File: src/include/cpu_params.svh
`ifndef CPU_PARAMS_SVH
`define CPU_PARAMS_SVH

// --------------------
// Core sizing
// --------------------

// Data word and address width
`define CPU_WORD_W 16

// Architectural registers, r0 reads as zero
`define CPU_REG_COUNT 16

// --------------------
// Reset state
// --------------------

`define CPU_RESET_PC 16'h0000 // First fetch address

`endif

File: src/logic/cpu_pkg.sv
`default_nettype none

`include "cpu_params.svh"

package cpu_pkg;

	typedef logic [`CPU_WORD_W-1:0] word_t; // Data or address word
	typedef logic [$clog2(`CPU_REG_COUNT)-1:0] reg_idx_t; // Register number

	// Top nibble of the instruction
	typedef enum logic [3:0] {
		OP_ADD = 4'h0,
		OP_SUB = 4'h1,
		OP_XOR = 4'h2,
		OP_AND = 4'h3,
		OP_SLL = 4'h4,
		OP_SRA = 4'h5,
		OP_ROR = 4'h6,
		OP_OR  = 4'h7,
		OP_LW  = 4'h8, // Load word
		OP_SW  = 4'h9, // Store word
		OP_LHB = 4'hA, // Load high byte
		OP_LLB = 4'hB, // Load low byte
		OP_B   = 4'hC, // Branch by immediate
		OP_BR  = 4'hD, // Branch to register
		OP_PCS = 4'hE, // Save PC+2
		OP_HLT = 4'hF
	} opcode_e;

	// Branch condition, bits 11:9 of B and BR
	typedef enum logic [2:0] {
		COND_NE = 3'd0,
		COND_EQ = 3'd1,
		COND_GT = 3'd2,
		COND_LT = 3'd3,
		COND_GE = 3'd4,
		COND_LE = 3'd5,
		COND_OV = 3'd6,
		COND_AL = 3'd7
	} cond_e;

	// ALU operation, low three opcode bits
	typedef enum logic [2:0] {
		ALU_ADD = 3'd0,
		ALU_SUB = 3'd1,
		ALU_XOR = 3'd2,
		ALU_AND = 3'd3,
		ALU_SLL = 3'd4,
		ALU_SRA = 3'd5,
		ALU_ROR = 3'd6,
		ALU_OR  = 3'd7
	} alu_op_e;

	typedef struct packed {
		logic z; // Zero
		logic v; // Signed overflow
		logic n; // Negative
	} flags_t;

	// Opcodes that end in a register write
	function automatic logic writes_reg(opcode_e op);
		return !op[3] || (op inside {OP_LW, OP_LHB, OP_LLB, OP_PCS});
	endfunction

endpackage

`default_nettype wire

File: src/logic/cpu.sv
`default_nettype none

module cpu (
	input  logic           clk,
	input  logic           reset,
	input  cpu_pkg::word_t instr,
	input  cpu_pkg::word_t data_rdata,
	output cpu_pkg::word_t instr_addr,
	output cpu_pkg::word_t data_addr,
	output cpu_pkg::word_t data_wdata,
	output logic           data_write,
	output cpu_pkg::word_t pc_out,
	output logic           hlt
);
	import cpu_pkg::*;

	// --------------------
	// Stage links
	// --------------------
	logic     stall, flush, redirect, halt_seen;
	word_t    redirect_pc;

	word_t    id_instr, id_pc_next; // Fetch to decode
	logic     id_valid;

	logic     ex_valid; // Decode to execute
	opcode_e  ex_opcode;
	reg_idx_t ex_rs, ex_rt, ex_rd;
	word_t    ex_src1, ex_src2, ex_imm, ex_pc_next;

	logic     mem_valid; // Execute to result
	opcode_e  mem_opcode;
	reg_idx_t mem_rd;
	word_t    mem_alu_result, mem_store_data, mem_addr_calc;

	logic     wb_write; // Writeback, back to decode and execute
	reg_idx_t wb_rd;
	word_t    wb_data;

	fetch_stage u_fetch (
		.clk         (clk),
		.reset       (reset),
		.stall       (stall),
		.redirect    (redirect),
		.redirect_pc (redirect_pc),
		.halt_seen   (halt_seen),
		.instr       (instr),
		.instr_addr  (instr_addr),
		.pc_out      (pc_out),
		.hlt         (hlt),
		.id_instr    (id_instr),
		.id_pc_next  (id_pc_next),
		.id_valid    (id_valid)
	);

	decode_stage u_decode (
		.clk        (clk),
		.reset      (reset),
		.id_instr   (id_instr),
		.id_pc_next (id_pc_next),
		.id_valid   (id_valid),
		.flush      (flush),
		.wb_write   (wb_write),
		.wb_rd      (wb_rd),
		.wb_data    (wb_data),
		.stall      (stall),
		.ex_valid   (ex_valid),
		.ex_opcode  (ex_opcode),
		.ex_rs      (ex_rs),
		.ex_rt      (ex_rt),
		.ex_rd      (ex_rd),
		.ex_src1    (ex_src1),
		.ex_src2    (ex_src2),
		.ex_imm     (ex_imm),
		.ex_pc_next (ex_pc_next)
	);

	execute_stage u_execute (
		.clk            (clk),
		.reset          (reset),
		.ex_valid       (ex_valid),
		.ex_opcode      (ex_opcode),
		.ex_rs          (ex_rs),
		.ex_rt          (ex_rt),
		.ex_rd          (ex_rd),
		.ex_src1        (ex_src1),
		.ex_src2        (ex_src2),
		.ex_imm         (ex_imm),
		.ex_pc_next     (ex_pc_next),
		.wb_write       (wb_write),
		.wb_rd          (wb_rd),
		.wb_data        (wb_data),
		.redirect       (redirect),
		.redirect_pc    (redirect_pc),
		.flush          (flush),
		.halt_seen      (halt_seen),
		.mem_valid      (mem_valid),
		.mem_opcode     (mem_opcode),
		.mem_rd         (mem_rd),
		.mem_alu_result (mem_alu_result),
		.mem_store_data (mem_store_data),
		.mem_addr_calc  (mem_addr_calc)
	);

	result_stage u_result (
		.clk            (clk),
		.reset          (reset),
		.mem_valid      (mem_valid),
		.mem_opcode     (mem_opcode),
		.mem_rd         (mem_rd),
		.mem_alu_result (mem_alu_result),
		.mem_store_data (mem_store_data),
		.mem_addr_calc  (mem_addr_calc),
		.data_rdata     (data_rdata),
		.data_addr      (data_addr),
		.data_wdata     (data_wdata),
		.data_write     (data_write),
		.wb_write       (wb_write),
		.wb_rd          (wb_rd),
		.wb_data        (wb_data)
	);

endmodule

`default_nettype wire

File: src/logic/decode_stage.sv
`default_nettype none

module decode_stage (
	input  logic               clk,
	input  logic               reset,
	input  cpu_pkg::word_t     id_instr,
	input  cpu_pkg::word_t     id_pc_next,
	input  logic               id_valid,
	input  logic               flush,
	input  logic               wb_write,
	input  cpu_pkg::reg_idx_t  wb_rd,
	input  cpu_pkg::word_t     wb_data,
	output logic               stall,
	output logic               ex_valid,
	output cpu_pkg::opcode_e   ex_opcode,
	output cpu_pkg::reg_idx_t  ex_rs,
	output cpu_pkg::reg_idx_t  ex_rt,
	output cpu_pkg::reg_idx_t  ex_rd,
	output cpu_pkg::word_t     ex_src1,
	output cpu_pkg::word_t     ex_src2,
	output cpu_pkg::word_t     ex_imm,
	output cpu_pkg::word_t     ex_pc_next
);
	import cpu_pkg::*;

	opcode_e  op;
	reg_idx_t f_rd, f_rs, f_rt; // Raw instruction fields
	reg_idx_t src1_idx, src2_idx;
	logic     use1, use2; // Source actually read by this opcode
	word_t    rf_data1, rf_data2;
	word_t    imm;

	// --------------------
	// Field split
	// --------------------
	assign op   = opcode_e'(id_instr[15:12]);
	assign f_rd = id_instr[11:8];
	assign f_rs = id_instr[7:4];
	assign f_rt = id_instr[3:0];

	// SW stores rd, LHB and LLB keep the other byte of rd
	assign src1_idx = (op inside {OP_SW, OP_LHB, OP_LLB}) ? f_rd : f_rs;
	assign src2_idx = (op inside {OP_LW, OP_SW}) ? f_rs : f_rt; // Base register for memory ops

	assign use1 = !op[3] || (op inside {OP_SW, OP_LHB, OP_LLB, OP_BR});
	assign use2 = op inside {OP_ADD, OP_SUB, OP_XOR, OP_AND, OP_OR, OP_LW, OP_SW};

	// Immediate, already extended for execute
	always_comb begin
		case (op)
			OP_SLL, OP_SRA, OP_ROR: imm = word_t'(id_instr[3:0]); // Shift amount
			OP_LW, OP_SW:           imm = word_t'($signed({id_instr[3:0], 1'b0}));
			OP_LHB, OP_LLB:         imm = word_t'(id_instr[7:0]);
			OP_B:                   imm = word_t'($signed({id_instr[8:0], 1'b0}));
			default:                imm = '0;
		endcase
	end

	register_file u_register_file (
		.clk      (clk),
		.reset    (reset),
		.rd_idx1  (src1_idx),
		.rd_idx2  (src2_idx),
		.wr_en    (wb_write),
		.wr_idx   (wb_rd),
		.wr_data  (wb_data),
		.rd_data1 (rf_data1),
		.rd_data2 (rf_data2)
	);

	// --------------------
	// Load-use hazard
	// --------------------
	// Load data is only forwardable from writeback, one bubble needed
	assign stall = id_valid && ex_valid && ex_opcode == OP_LW && ex_rd != '0 &&
		((use1 && src1_idx == ex_rd) || (use2 && src2_idx == ex_rd));

	// Decode/execute register
	always_ff @(posedge clk) begin
		if (reset || flush || stall) begin
			ex_valid <= 1'b0; // Bubble
		end else begin
			ex_valid <= id_valid;
		end
	end

	always_ff @(posedge clk) begin
		ex_opcode  <= op;
		ex_rs      <= src1_idx;
		ex_rt      <= src2_idx;
		ex_rd      <= f_rd; // Also carries the branch condition
		ex_src1    <= rf_data1;
		ex_src2    <= rf_data2;
		ex_imm     <= imm;
		ex_pc_next <= id_pc_next;
	end

	// Waiting instruction held for exactly one cycle, then enters execute once
	a_bubble: assert property (@(posedge clk) disable iff (reset)
		stall |=> !stall && $stable(id_instr) && $stable(id_valid));

endmodule

`default_nettype wire

File: src/logic/execute_stage.sv
`default_nettype none

module execute_stage (
	input  logic              clk,
	input  logic              reset,
	input  logic              ex_valid,
	input  cpu_pkg::opcode_e  ex_opcode,
	input  cpu_pkg::reg_idx_t ex_rs,
	input  cpu_pkg::reg_idx_t ex_rt,
	input  cpu_pkg::reg_idx_t ex_rd,
	input  cpu_pkg::word_t    ex_src1,
	input  cpu_pkg::word_t    ex_src2,
	input  cpu_pkg::word_t    ex_imm,
	input  cpu_pkg::word_t    ex_pc_next,
	input  logic              wb_write,
	input  cpu_pkg::reg_idx_t wb_rd,
	input  cpu_pkg::word_t    wb_data,
	output logic              redirect,
	output cpu_pkg::word_t    redirect_pc,
	output logic              flush,
	output logic              halt_seen,
	output logic              mem_valid,
	output cpu_pkg::opcode_e  mem_opcode,
	output cpu_pkg::reg_idx_t mem_rd,
	output cpu_pkg::word_t    mem_alu_result,
	output cpu_pkg::word_t    mem_store_data,
	output cpu_pkg::word_t    mem_addr_calc
);
	import cpu_pkg::*;

	localparam int    MSB     = $bits(word_t) - 1;
	localparam word_t MAX_POS = {1'b0, {MSB{1'b1}}}; // Saturation limits
	localparam word_t MIN_NEG = ~MAX_POS;

	alu_op_e alu_op;
	cond_e   cond;
	flags_t  flags_q, flags_d;
	logic    mem_fwd_ok; // Execute/result holds a forwardable value
	word_t   op1, op2, alu_b;
	word_t   sum, diff, alu_out, ex_result, addr_calc;
	logic    ovf, cond_ok, taken;

	// --------------------
	// Forwarding
	// --------------------
	assign mem_fwd_ok = mem_valid && writes_reg(mem_opcode) && mem_opcode != OP_LW;

	function automatic word_t fwd(reg_idx_t idx, word_t rf_val);
		if (idx == '0) return rf_val; // r0 is never forwarded
		if (mem_fwd_ok && mem_rd == idx) return mem_alu_result;
		if (wb_write && wb_rd == idx) return wb_data;
		return rf_val;
	endfunction

	always_comb begin
		op1 = fwd(ex_rs, ex_src1);
		op2 = fwd(ex_rt, ex_src2);
	end

	// --------------------
	// ALU
	// --------------------
	assign alu_op = alu_op_e'(ex_opcode[2:0]);
	assign alu_b  = (alu_op inside {ALU_SLL, ALU_SRA, ALU_ROR}) ? ex_imm : op2;
	assign sum    = op1 + alu_b;
	assign diff   = op1 - alu_b;

	always_comb begin
		ovf = 1'b0;
		case (alu_op)
			ALU_ADD: begin
				ovf     = (op1[MSB] == alu_b[MSB]) && (sum[MSB] != op1[MSB]);
				alu_out = ovf ? (op1[MSB] ? MIN_NEG : MAX_POS) : sum; // Saturate
			end
			ALU_SUB: begin
				ovf     = (op1[MSB] != alu_b[MSB]) && (diff[MSB] != op1[MSB]);
				alu_out = ovf ? (op1[MSB] ? MIN_NEG : MAX_POS) : diff;
			end
			ALU_XOR: alu_out = op1 ^ alu_b;
			ALU_AND: alu_out = op1 & alu_b;
			ALU_SLL: alu_out = op1 << alu_b[3:0];
			ALU_SRA: alu_out = word_t'($signed(op1) >>> alu_b[3:0]);
			ALU_ROR: alu_out = (op1 >> alu_b[3:0]) | (op1 << ($bits(word_t) - alu_b[3:0]));
			default: alu_out = op1 | alu_b; // OR
		endcase
	end

	assign flags_d = '{z: alu_out == '0, v: ovf, n: alu_out[MSB]};

	// Flag register, add and sub set all three, the rest only Z
	always_ff @(posedge clk) begin
		if (reset) begin
			flags_q <= '0;
		end else if (ex_valid && !ex_opcode[3]) begin
			if (alu_op inside {ALU_ADD, ALU_SUB}) flags_q <= flags_d;
			else flags_q.z <= flags_d.z;
		end
	end

	// Value headed for the register file
	always_comb begin
		case (ex_opcode)
			OP_LHB:  ex_result = {ex_imm[7:0], op1[7:0]};
			OP_LLB:  ex_result = {op1[15:8], ex_imm[7:0]};
			OP_PCS:  ex_result = ex_pc_next;
			default: ex_result = alu_out;
		endcase
	end

	assign addr_calc = (op2 & ~word_t'(1)) + ex_imm; // Even base plus scaled offset

	// --------------------
	// Branch
	// --------------------
	assign cond = cond_e'(ex_rd[3:1]);

	always_comb begin
		case (cond)
			COND_NE: cond_ok = !flags_q.z;
			COND_EQ: cond_ok = flags_q.z;
			COND_GT: cond_ok = !flags_q.z && !flags_q.n;
			COND_LT: cond_ok = flags_q.n;
			COND_GE: cond_ok = flags_q.z || !flags_q.n;
			COND_LE: cond_ok = flags_q.z || flags_q.n;
			COND_OV: cond_ok = flags_q.v;
			default: cond_ok = 1'b1; // Always
		endcase
	end

	assign taken       = ex_valid && (ex_opcode inside {OP_B, OP_BR}) && cond_ok;
	assign redirect    = taken;
	assign redirect_pc = (ex_opcode == OP_BR) ? op1 : ex_pc_next + ex_imm;
	assign halt_seen   = ex_valid && ex_opcode == OP_HLT;
	assign flush       = taken || halt_seen; // Younger instructions die

	// Execute/result register
	always_ff @(posedge clk) begin
		if (reset) mem_valid <= 1'b0;
		else mem_valid <= ex_valid;
	end

	always_ff @(posedge clk) begin
		mem_opcode     <= ex_opcode;
		mem_rd         <= ex_rd;
		mem_alu_result <= ex_result;
		mem_store_data <= op1; // SW data from rd
		mem_addr_calc  <= addr_calc;
	end

	// Slot behind a taken branch is a bubble and never redirects again
	a_redirect: assert property (@(posedge clk) disable iff (reset)
		redirect |=> !ex_valid && !redirect);

endmodule

`default_nettype wire

File: src/logic/fetch_stage.sv
`default_nettype none

`include "cpu_params.svh"

module fetch_stage (
	input  logic           clk,
	input  logic           reset,
	input  logic           stall,
	input  logic           redirect,
	input  cpu_pkg::word_t redirect_pc,
	input  logic           halt_seen,
	input  cpu_pkg::word_t instr,
	output cpu_pkg::word_t instr_addr,
	output cpu_pkg::word_t pc_out,
	output logic           hlt,
	output cpu_pkg::word_t id_instr,
	output cpu_pkg::word_t id_pc_next,
	output logic           id_valid
);
	import cpu_pkg::*;

	word_t pc;
	word_t pc_plus_2;
	logic  advance; // PC moves on sequentially

	assign pc_plus_2  = pc + word_t'(2);
	assign advance    = !stall && !hlt && !halt_seen; // Frozen once HLT reaches execute
	assign instr_addr = pc; // ROM answers in the same cycle
	assign pc_out     = pc;

	// --------------------
	// Program counter
	// --------------------
	always_ff @(posedge clk) begin
		if (reset) begin
			pc <= `CPU_RESET_PC;
		end else if (redirect) begin
			pc <= redirect_pc; // Taken branch wins over stall
		end else if (advance) begin
			pc <= pc_plus_2;
		end
	end

	// Halt latch, held until reset
	always_ff @(posedge clk) begin
		if (reset) begin
			hlt <= 1'b0;
		end else if (halt_seen) begin
			hlt <= 1'b1;
		end
	end

	// --------------------
	// Fetch/decode register
	// --------------------
	always_ff @(posedge clk) begin
		if (reset || redirect || halt_seen) begin
			id_valid <= 1'b0; // Squash the wrong-path fetch
		end else if (!stall) begin
			id_valid <= !hlt;
		end
	end

	always_ff @(posedge clk) begin
		if (!stall) begin
			id_instr   <= instr;
			id_pc_next <= pc_plus_2; // Needed by B and PCS
		end
	end

	// BR targets come from a register, so an odd target is a software fault
	a_pc_even: assert property (@(posedge clk) disable iff (reset) pc[0] == 1'b0);

endmodule

`default_nettype wire

File: src/logic/register_file.sv
`default_nettype none

`include "cpu_params.svh"

module register_file (
	input  logic              clk,
	input  logic              reset,
	input  cpu_pkg::reg_idx_t rd_idx1,
	input  cpu_pkg::reg_idx_t rd_idx2,
	input  logic              wr_en,
	input  cpu_pkg::reg_idx_t wr_idx,
	input  cpu_pkg::word_t    wr_data,
	output cpu_pkg::word_t    rd_data1,
	output cpu_pkg::word_t    rd_data2
);
	import cpu_pkg::*;

	word_t regs [`CPU_REG_COUNT];

	// Write port, r0 never written
	always_ff @(posedge clk) begin
		if (reset) begin
			for (int i = 0; i < `CPU_REG_COUNT; i++) begin
				regs[i] <= '0;
			end
		end else if (wr_en && wr_idx != '0) begin
			regs[wr_idx] <= wr_data;
		end
	end

	// Read ports with same-cycle write bypass
	always_comb begin
		rd_data1 = regs[rd_idx1];
		rd_data2 = regs[rd_idx2];
		if (wr_en && wr_idx == rd_idx1) rd_data1 = wr_data;
		if (wr_en && wr_idx == rd_idx2) rd_data2 = wr_data;
		if (rd_idx1 == '0) rd_data1 = '0; // r0 hardwired
		if (rd_idx2 == '0) rd_data2 = '0;
	end

endmodule

`default_nettype wire

File: src/logic/result_stage.sv
`default_nettype none

module result_stage (
	input  logic              clk,
	input  logic              reset,
	input  logic              mem_valid,
	input  cpu_pkg::opcode_e  mem_opcode,
	input  cpu_pkg::reg_idx_t mem_rd,
	input  cpu_pkg::word_t    mem_alu_result,
	input  cpu_pkg::word_t    mem_store_data,
	input  cpu_pkg::word_t    mem_addr_calc,
	input  cpu_pkg::word_t    data_rdata,
	output cpu_pkg::word_t    data_addr,
	output cpu_pkg::word_t    data_wdata,
	output logic              data_write,
	output logic              wb_write,
	output cpu_pkg::reg_idx_t wb_rd,
	output cpu_pkg::word_t    wb_data
);
	import cpu_pkg::*;

	word_t result;
	logic  do_write; // Register write from this slot

	// --------------------
	// Data memory port
	// --------------------
	assign data_addr  = mem_addr_calc;
	assign data_wdata = mem_store_data;
	assign data_write = mem_valid && mem_opcode == OP_SW; // One strobe per store

	// Loaded data or execute result
	assign result   = (mem_opcode == OP_LW) ? data_rdata : mem_alu_result;
	assign do_write = mem_valid && writes_reg(mem_opcode) && mem_rd != '0;

	// --------------------
	// Result/writeback register
	// --------------------
	always_ff @(posedge clk) begin
		if (reset) begin
			wb_write <= 1'b0;
		end else begin
			wb_write <= do_write;
		end
	end

	always_ff @(posedge clk) begin
		wb_rd   <= mem_rd;
		wb_data <= result; // Read combinationally, captured here
	end

	// Stores land on even byte addresses
	a_store: assert property (@(posedge clk) disable iff (reset)
		data_write |-> data_addr[0] == 1'b0);

endmodule

`default_nettype wire

File: config.mk
export PLATFORM = sky130hd
export DESIGN_NAME = cpu
export DESIGN_NICKNAME = d
export VERILOG_FILES = /design/src/logic/cpu_pkg.sv /design/src/logic/cpu.sv /design/src/logic/decode_stage.sv /design/src/logic/execute_stage.sv /design/src/logic/fetch_stage.sv /design/src/logic/register_file.sv /design/src/logic/result_stage.sv
export VERILOG_INCLUDE_DIRS = /design/src /design/src/include
export SDC_FILE = /design/constraint.sdc
export NUM_CORES = 1
export LEC_CHECK = 0
export BUFFER_PORTS_ARGS = -buffer_cell sky130_fd_sc_hd__buf_4
export CELL_PAD_IN_SITES_DETAIL_PLACEMENT = 0
export CELL_PAD_IN_SITES_GLOBAL_PLACEMENT = 1
export CORE_MARGIN = 1.5
export CORE_UTILIZATION = 30
export CTS_BUF_LIST = sky130_fd_sc_hd__clkbuf_8
export CTS_CLUSTER_SIZE = 28
export DETAILED_ROUTE_END_ITERATION = 8
export PLACE_DENSITY_LB_ADDON = 0.2
export SLEW_MARGIN = 5
export SYNTH_ARGS = -nofsm -noshare
export SYNTH_HDL_FRONTEND = slang
export SYNTH_SLANG_ARGS = --single-unit
File: constraint.sdc
create_clock -name clk -period 6.3 [get_ports clk]
set_clock_uncertainty 0.2 [all_clocks]
set_input_delay 1.26 -clock clk [delete_from_list [all_inputs] [get_ports clk]]
set_output_delay 1.26 -clock clk [all_outputs]
set_load 0.01 [all_outputs]
## Yosys cells after proc, flatten, opt, wreduce, memory -nomap -nowiden

Memories as Yosys holds them, arrays and structs flattened.
Cells that the tools add are included.

- Add/sub/neg operators: 6
- Equal/unequal tests: 50
- Shifts and indexed selects: 4
- Muxes and demuxes: 49
- Bitwise gates (word level): 4
- Reductions and logical operators: 69

Operators by type and width:

| kind | number |
|---|---|
| $mux W16 | 23 |
| $pmux W16 S7 | 1 |
| $eq A4 B4 Y1 const B | 18 |
| $pmux W16 S4 | 1 |
| $add A16 B16 Y16 | 3 |
| $pmux W16 S3 | 1 |
| $eq A4 B4 Y1 | 8 |
| $or A16 B16 Y16 | 2 |
| $shl A16 B32 Y16 | 1 |
| $logic_and A1 B1 Y1 | 26 |
| $logic_not A4 Y1 | 5 |
| $reduce_bool A4 Y1 | 5 |
| $eq A3 B3 Y1 const B | 6 |
| $mux W1 | 18 |
| $add A16 B2 Y16 const B | 1 |
| $and A16 B16 Y16 | 1 |
| $eq A4 B3 Y1 const B | 4 |
| $logic_not A16 Y1 | 1 |
| $reduce_or A16 Y1 | 1 |
| $shl A16 B4 Y16 | 1 |
| $shr A16 B4 Y16 | 1 |
| $sshr A16 B4 Y16 | 1 |
| $sub A16 B16 Y16 | 1 |
| $xor A16 B16 Y16 | 1 |
| other kinds (20) | 51 |

- Register bits: 212
- Memory bits (writable): 256
- Input port bits: 34
- Logic and storage cells: 209
- Memories: 1

Memory list:

| name | depth | width | read ports | clocked after Yosys merged registers in | wr ports | line | RTL |
|---|---|---|---|---|---|---|---|
| u_decode.u_register_file.regs | 16 | 16 | 2 | 0 | 16 | register_file.sv:18 | `` word_t regs [`CPU_REG_COUNT]; `` |

## Logic depth before layout (Yosys ltp)

- Word-level depth: 20
- Depth in mapped cells: 33
- Gate-level depth less buffers: 29

## Modules after synthesis

A second synthesis with hierarchy kept.

- Cells, all modules: 2808
- Area, all modules: 29132.9 um2

By module, submodules not included:

| module | times used | cells an instance | area an instance (um2) |
|---|---|---|---|
| register_file | 1 | 1047 | 14101.0 |
| execute_stage | 1 | 1330 | 9711.8 |
| fetch_stage | 1 | 192 | 2220.9 |
| decode_stage | 1 | 160 | 2179.6 |
| result_stage | 1 | 79 | 919.6 |

## Worst setup path after synthesis

No wires, ideal clock.

- Kind: reg-to-reg
- Start: register u_execute.mem_opcode[1]
- End: register u_execute.flags_q[2] in the netlist's numbering
- Arrival: 6.056 ns
- Data required time: 6.031 ns
- Path slack: -0.025 ns
- Cell stages (with the launch flop): 30
- Path through: dfxtp_1 a21boi_2 o21ai_1 or4_4 nand2_1 clkbuf_1 o22ai_1 o21ai_0 inv_1 ha_1 clkbuf_1 a2111oi_0 a21o_1 a31oi_1 nor2_1 nor2_1 nor2_1 nor2_1 fa_1 a311oi_1 a32o_1 a21o_1 nor3_1 o32a_1 o2111ai_1 nor4_1 o221ai_1 nor4b_1 nand4_1 o21ai_1

- Longest elaborated chain between the ends: 18

Ends and longest elaborated chain:

| item | line | RTL |
|---|---|---|
| start, declared | execute_stage.sv:23 | `output cpu_pkg::opcode_e mem_opcode,` |
| start signal, assigned | execute_stage.sv:143 | `mem_opcode <= ex_opcode;` |
| $eq A4 B4 Y1 | cpu_pkg.sv:62 | `return !op[3] \|\| (op inside {OP_LW, OP_LHB, OP_LLB, OP_PCS});` |
| $reduce_bool A4 Y1 | cpu_pkg.sv:62 |  |
| $logic_or A1 B1 Y1 | cpu_pkg.sv:62 |  |
| $logic_and A1 B1 Y1 | execute_stage.sv:46 | `assign mem_fwd_ok = mem_valid && writes_reg(mem_opcode) && mem_opcode != OP_LW;` |
| $logic_and A1 B1 Y1 * | execute_stage.sv:46 |  |
| branches (longest 11 deep; another with $sub A5 B4 Y6) | - |  |
| $pmux W16 S7 * | execute_stage.sv:70 | `case (alu_op)` |
| $logic_not A16 Y1 * | execute_stage.sv:88 | `assign flags_d = '{z: alu_out == '0, v: ovf, n: alu_out[MSB]};` |
| end signal, assigned | execute_stage.sv:95 | `if (alu_op inside {ALU_ADD, ALU_SUB}) flags_q <= flags_d;` |
| end, declared | execute_stage.sv:37 | `flags_t flags_q, flags_d;` |

Mark *: on every way between the ends. The select of a mux whose other input is x is not followed.
A chain may end at the register's enable or synchronous reset.

## Worst setup path in the final report

- Start: register u_decode.ex_rt[1]
- End: register u_execute.flags_q[2] in the netlist's numbering

- Longest elaborated chain between the ends: 15

Ends and longest elaborated chain:

| item | line | RTL |
|---|---|---|
| start, declared | decode_stage.sv:17 | `output cpu_pkg::reg_idx_t ex_rt,` |
| start signal, assigned | decode_stage.sv:90 | `ex_rt <= src2_idx;` |
| $eq A4 B4 Y1 | execute_stage.sv:51 | `if (wb_write && wb_rd == idx) return wb_data;` |
| $logic_and A1 B1 Y1 | execute_stage.sv:51 |  |
| $mux W1 (2 in series) | execute_stage.sv:51 |  |
| $mux W1 | execute_stage.sv:50 | `if (mem_fwd_ok && mem_rd == idx) return mem_alu_result;` |
| $mux W16 | execute_stage.sv:52 | `return rf_val;` |
| $mux W16 | execute_stage.sv:51 |  |
| $mux W16 * | execute_stage.sv:50 |  |
| $mux W16 * | execute_stage.sv:64 | `assign alu_b = (alu_op inside {ALU_SLL, ALU_SRA, ALU_ROR}) ? ex_imm : op2;` |
| branches (longest 4 deep; another with $sub A5 B4 Y6) | - |  |
| $pmux W16 S7 * | execute_stage.sv:70 |  |
| $logic_not A16 Y1 * | execute_stage.sv:88 |  |

Marked as above.

==> metrics.txt <==
synth unique cells 94; WP data arrival about 6.8 ns; TritonCTS clock tree built; DR WL/cell ~27 um; largest net degree at the start of global routing 130; vias in the first global route between 20k and 30k; IO Pins 100; CTS buffer count slightly below 90; Die Area between 90000 and 100000 um2; CP Capture Type register; DP HPWL 88400 um; f_max approximately 160 MHz; Reg-to-Reg Start u_decode.ex_rt[1]$_DFF_P_; Worst VDD drop roughly 0.13 mV; Top FF cell, synth edfxtp_1; EDFF count, synth around 290; Rel. slew slack between 20% and 30%; syn_area_per_cell 8.51 um2; worst min path class reg -> reg; fin. max-slew vios 0; CP Class reg -> reg; Final Setup Violations 0; Power Density 302 nW/um2; Gate Count Post-Synth between 3k and 4k; post-synthesis sequential area ratio a little over two fifths; Post-CTS Hold Buffers 0; setup_tns 0 ns; Clk pin slew, worst setup/hold paths roughly 0.07 ns; Slew @ Worst Pin about 1.0 ns; CP peak stage delay a little over 0.6 ns; Hold Fails Final Rpt 0; Startpoint Class register; initial core utilization a little under a third; most frequent cells in the layout nand2_1, buf_4, edfxtp_1, nor3_1, nor2_1; GP Congestion 0.970; core area about 95000 um2; layout cells sized above 1 between 15 and 20%; Post-synth ARST share 0%; critical path peak fanout 4; leading area contributor after synthesis edfxtp_1; CTS Root Cell clkbuf_8; grt ovf 0; #FFs+latches synth approximately 460; Skew-Pair Late Insertion Delay about 0.74 ns; most common cell after layout, fill and taps aside nand2_1; htree depth 3; vias per cell 5.68; Synth Cell Area about 29000 um2; number of port buffers between 90 and 100; final worst slack roughly 0.0046 ns; area growth from synthesis to final layout 19.4%; Max-Cap Viols 0; detailed router's first-iteration violation count between 3k and 4k; CP max-delay cell fa_2; Vert. Die Dim roughly 310 um; min Tclk post-route between 6 and 7 ns; row count between 100 and 150; via count roughly 28k; Synth top area share approximately 30%; initial antenna violation count 3; # clock sinks 462; Synth Warn # 0; critical path startpoint u_decode.ex_rt[1]$_DFF_P_; Final ANT Viol Nets 0; Layout Nets between 3k and 4k; hold path startpoint u_fetch.id_pc_next[3]$_DFFE_PN_; Clock Path Buffers 3; gr usage total about a quarter; TritonRoute pass-1 iters 8; Placement Setup Slack -0.301 ns; static leakage approximately 13 nW; DRC errors left 0; RSZ-0062 raised after global routing yes; Worst EP required just under 7 ns; status finished, final reports clean; total wire length roughly 130000 um; main area contributors after synthesis edfxtp_1, dfxtp_1, nand2_1; die extent in x between 300 and 400 um; part of the cycle the worst path needs between 90 and 100%; first-pass GRT wire length around 190000 um
==> metrics by stage <==
step	hold WS, ns	cells	cell area (um2)	util [%]	total power [mW]
floorplan	0.123	3404	28900	-	5.56
global placement	0.124	4711	32100	33.8	7.18
detailed placement	0.129	4711	32100	33.8	7.14
CTS	0.116	4871	34000	35.7	10.3
global route	0.130	4887	34400	36.2	10.8
finish	0.113	4887	34400	36.2	10.4
==> power breakdown <==
part           leakage, nW  switching (mW)  total (mW)  internal, mW
Combinational         7.68            2.30        3.58          1.28
Sequential            4.45           0.262        3.73          3.47
Clock                 1.03            1.40        3.10          1.69
Total                 13.2            3.96        10.4          6.44
==> critical path: cells and delay by family (launching register included) <==
family / cells / cell delay [ns]
flip-flops: 1 / 0.36
AND/OR/NAND/NOR: 10 / 2.06
buffers and inverters: 2 / 0.23
XOR/XNOR: 1 / 0.20
AO/OA/AOI/OAI: 14 / 2.37
adder cells (fa/ha/maj): 2 / 0.85
==> kinds of logic after synthesis <==
logic type               count (synthesis)  share of synthesized area [%]
other                                    1                         0.0130
multiplexers                            52                           2.26
flip-flops                             462                           42.0
XOR/XNOR                               107                           3.25
buffers and inverters                  397                           5.59
AND/OR/NAND/NOR                       1508                           24.1
adder cells (fa/ha/maj)                 90                           4.02
AO/OA/AOI/OAI                          772                           18.7
==> metal layers <==
layer  routed length [um]  global-route usage (%)  vias up
met3                 9210                    3.85      239
met2                59600                    41.2     1168
met4                 4500                    8.81        2
met5                   13                       0        -
met1                57700                    35.8    13700
li1                     -                       -    12700
==> worst paths after layout <==
| check | cells after the start | endpoint | slack (ns) |
|---|---|---|---|
| setup / recovery | 29 | u_execute.flags_q[2]$_SDFFE_PP0P_ | 0.005 |
| hold / removal | 0 | u_decode.ex_pc_next[3]$_DFF_P_ | 0.11 |
| setup reg to reg | 29 | u_execute.flags_q[2]$_SDFFE_PP0P_ | 0.005 |
| hold reg to reg | 0 | u_decode.ex_pc_next[3]$_DFF_P_ | 0.11 |
==> Yosys cell counts (65+ instances only) <==
library cell  count
xnor2_1          85
edfxtp_1        288
and2_1           65
nand3_1         169
nor4_1           69
inv_1            83
a21oi_1         163
nor3_1          201
and3_1           79
nand2_1         642
clkbuf_1        220
nor2_1          187
o21ai_0          99
ha_1             84
a311oi_1         98
dfxtp_1         174
==> cell type report <==
type	count	area, um2
flip-flops and latches	462	12100
diodes	1	2.50
well taps	1265	1580
clock inverters	57	388
multi-input cells	2545	15700
fillers	9904	60700
clock buffers	103	1420
inverters	94	359
repair buffers	360	2820
==> repair_timing <==
item | 4_1_cts | 5_1_grt
buffers inserted | 0 | 14
gates cloned | 0 | 1
setup endpoints to repair | 2 | 14
resized for setup | 7 | 72
pin swaps | 1 | 28
==> flip-flops by register name, indices dropped and copies added, names as in the netlist, 3 cells and up <==
register	count
u_decode.u_register_file.regs	256
u_decode.ex_pc_next	16
u_decode.ex_src1	16
u_decode.ex_src2	16
u_execute.mem_addr_calc	16
u_execute.mem_alu_result	16
u_execute.mem_store_data	16
u_fetch.id_instr	16
u_fetch.id_pc_next	16
u_fetch.instr_addr	16
u_result.wb_data	16
u_decode.ex_imm	10
u_decode.ex_opcode	4
u_decode.ex_rd	4
u_decode.ex_rs	4
u_decode.ex_rt	4
u_execute.mem_opcode	4
u_execute.mem_rd	4
u_result.wb_rd	4
u_execute.flags_q	3
(Power assumes the default switching activity.)
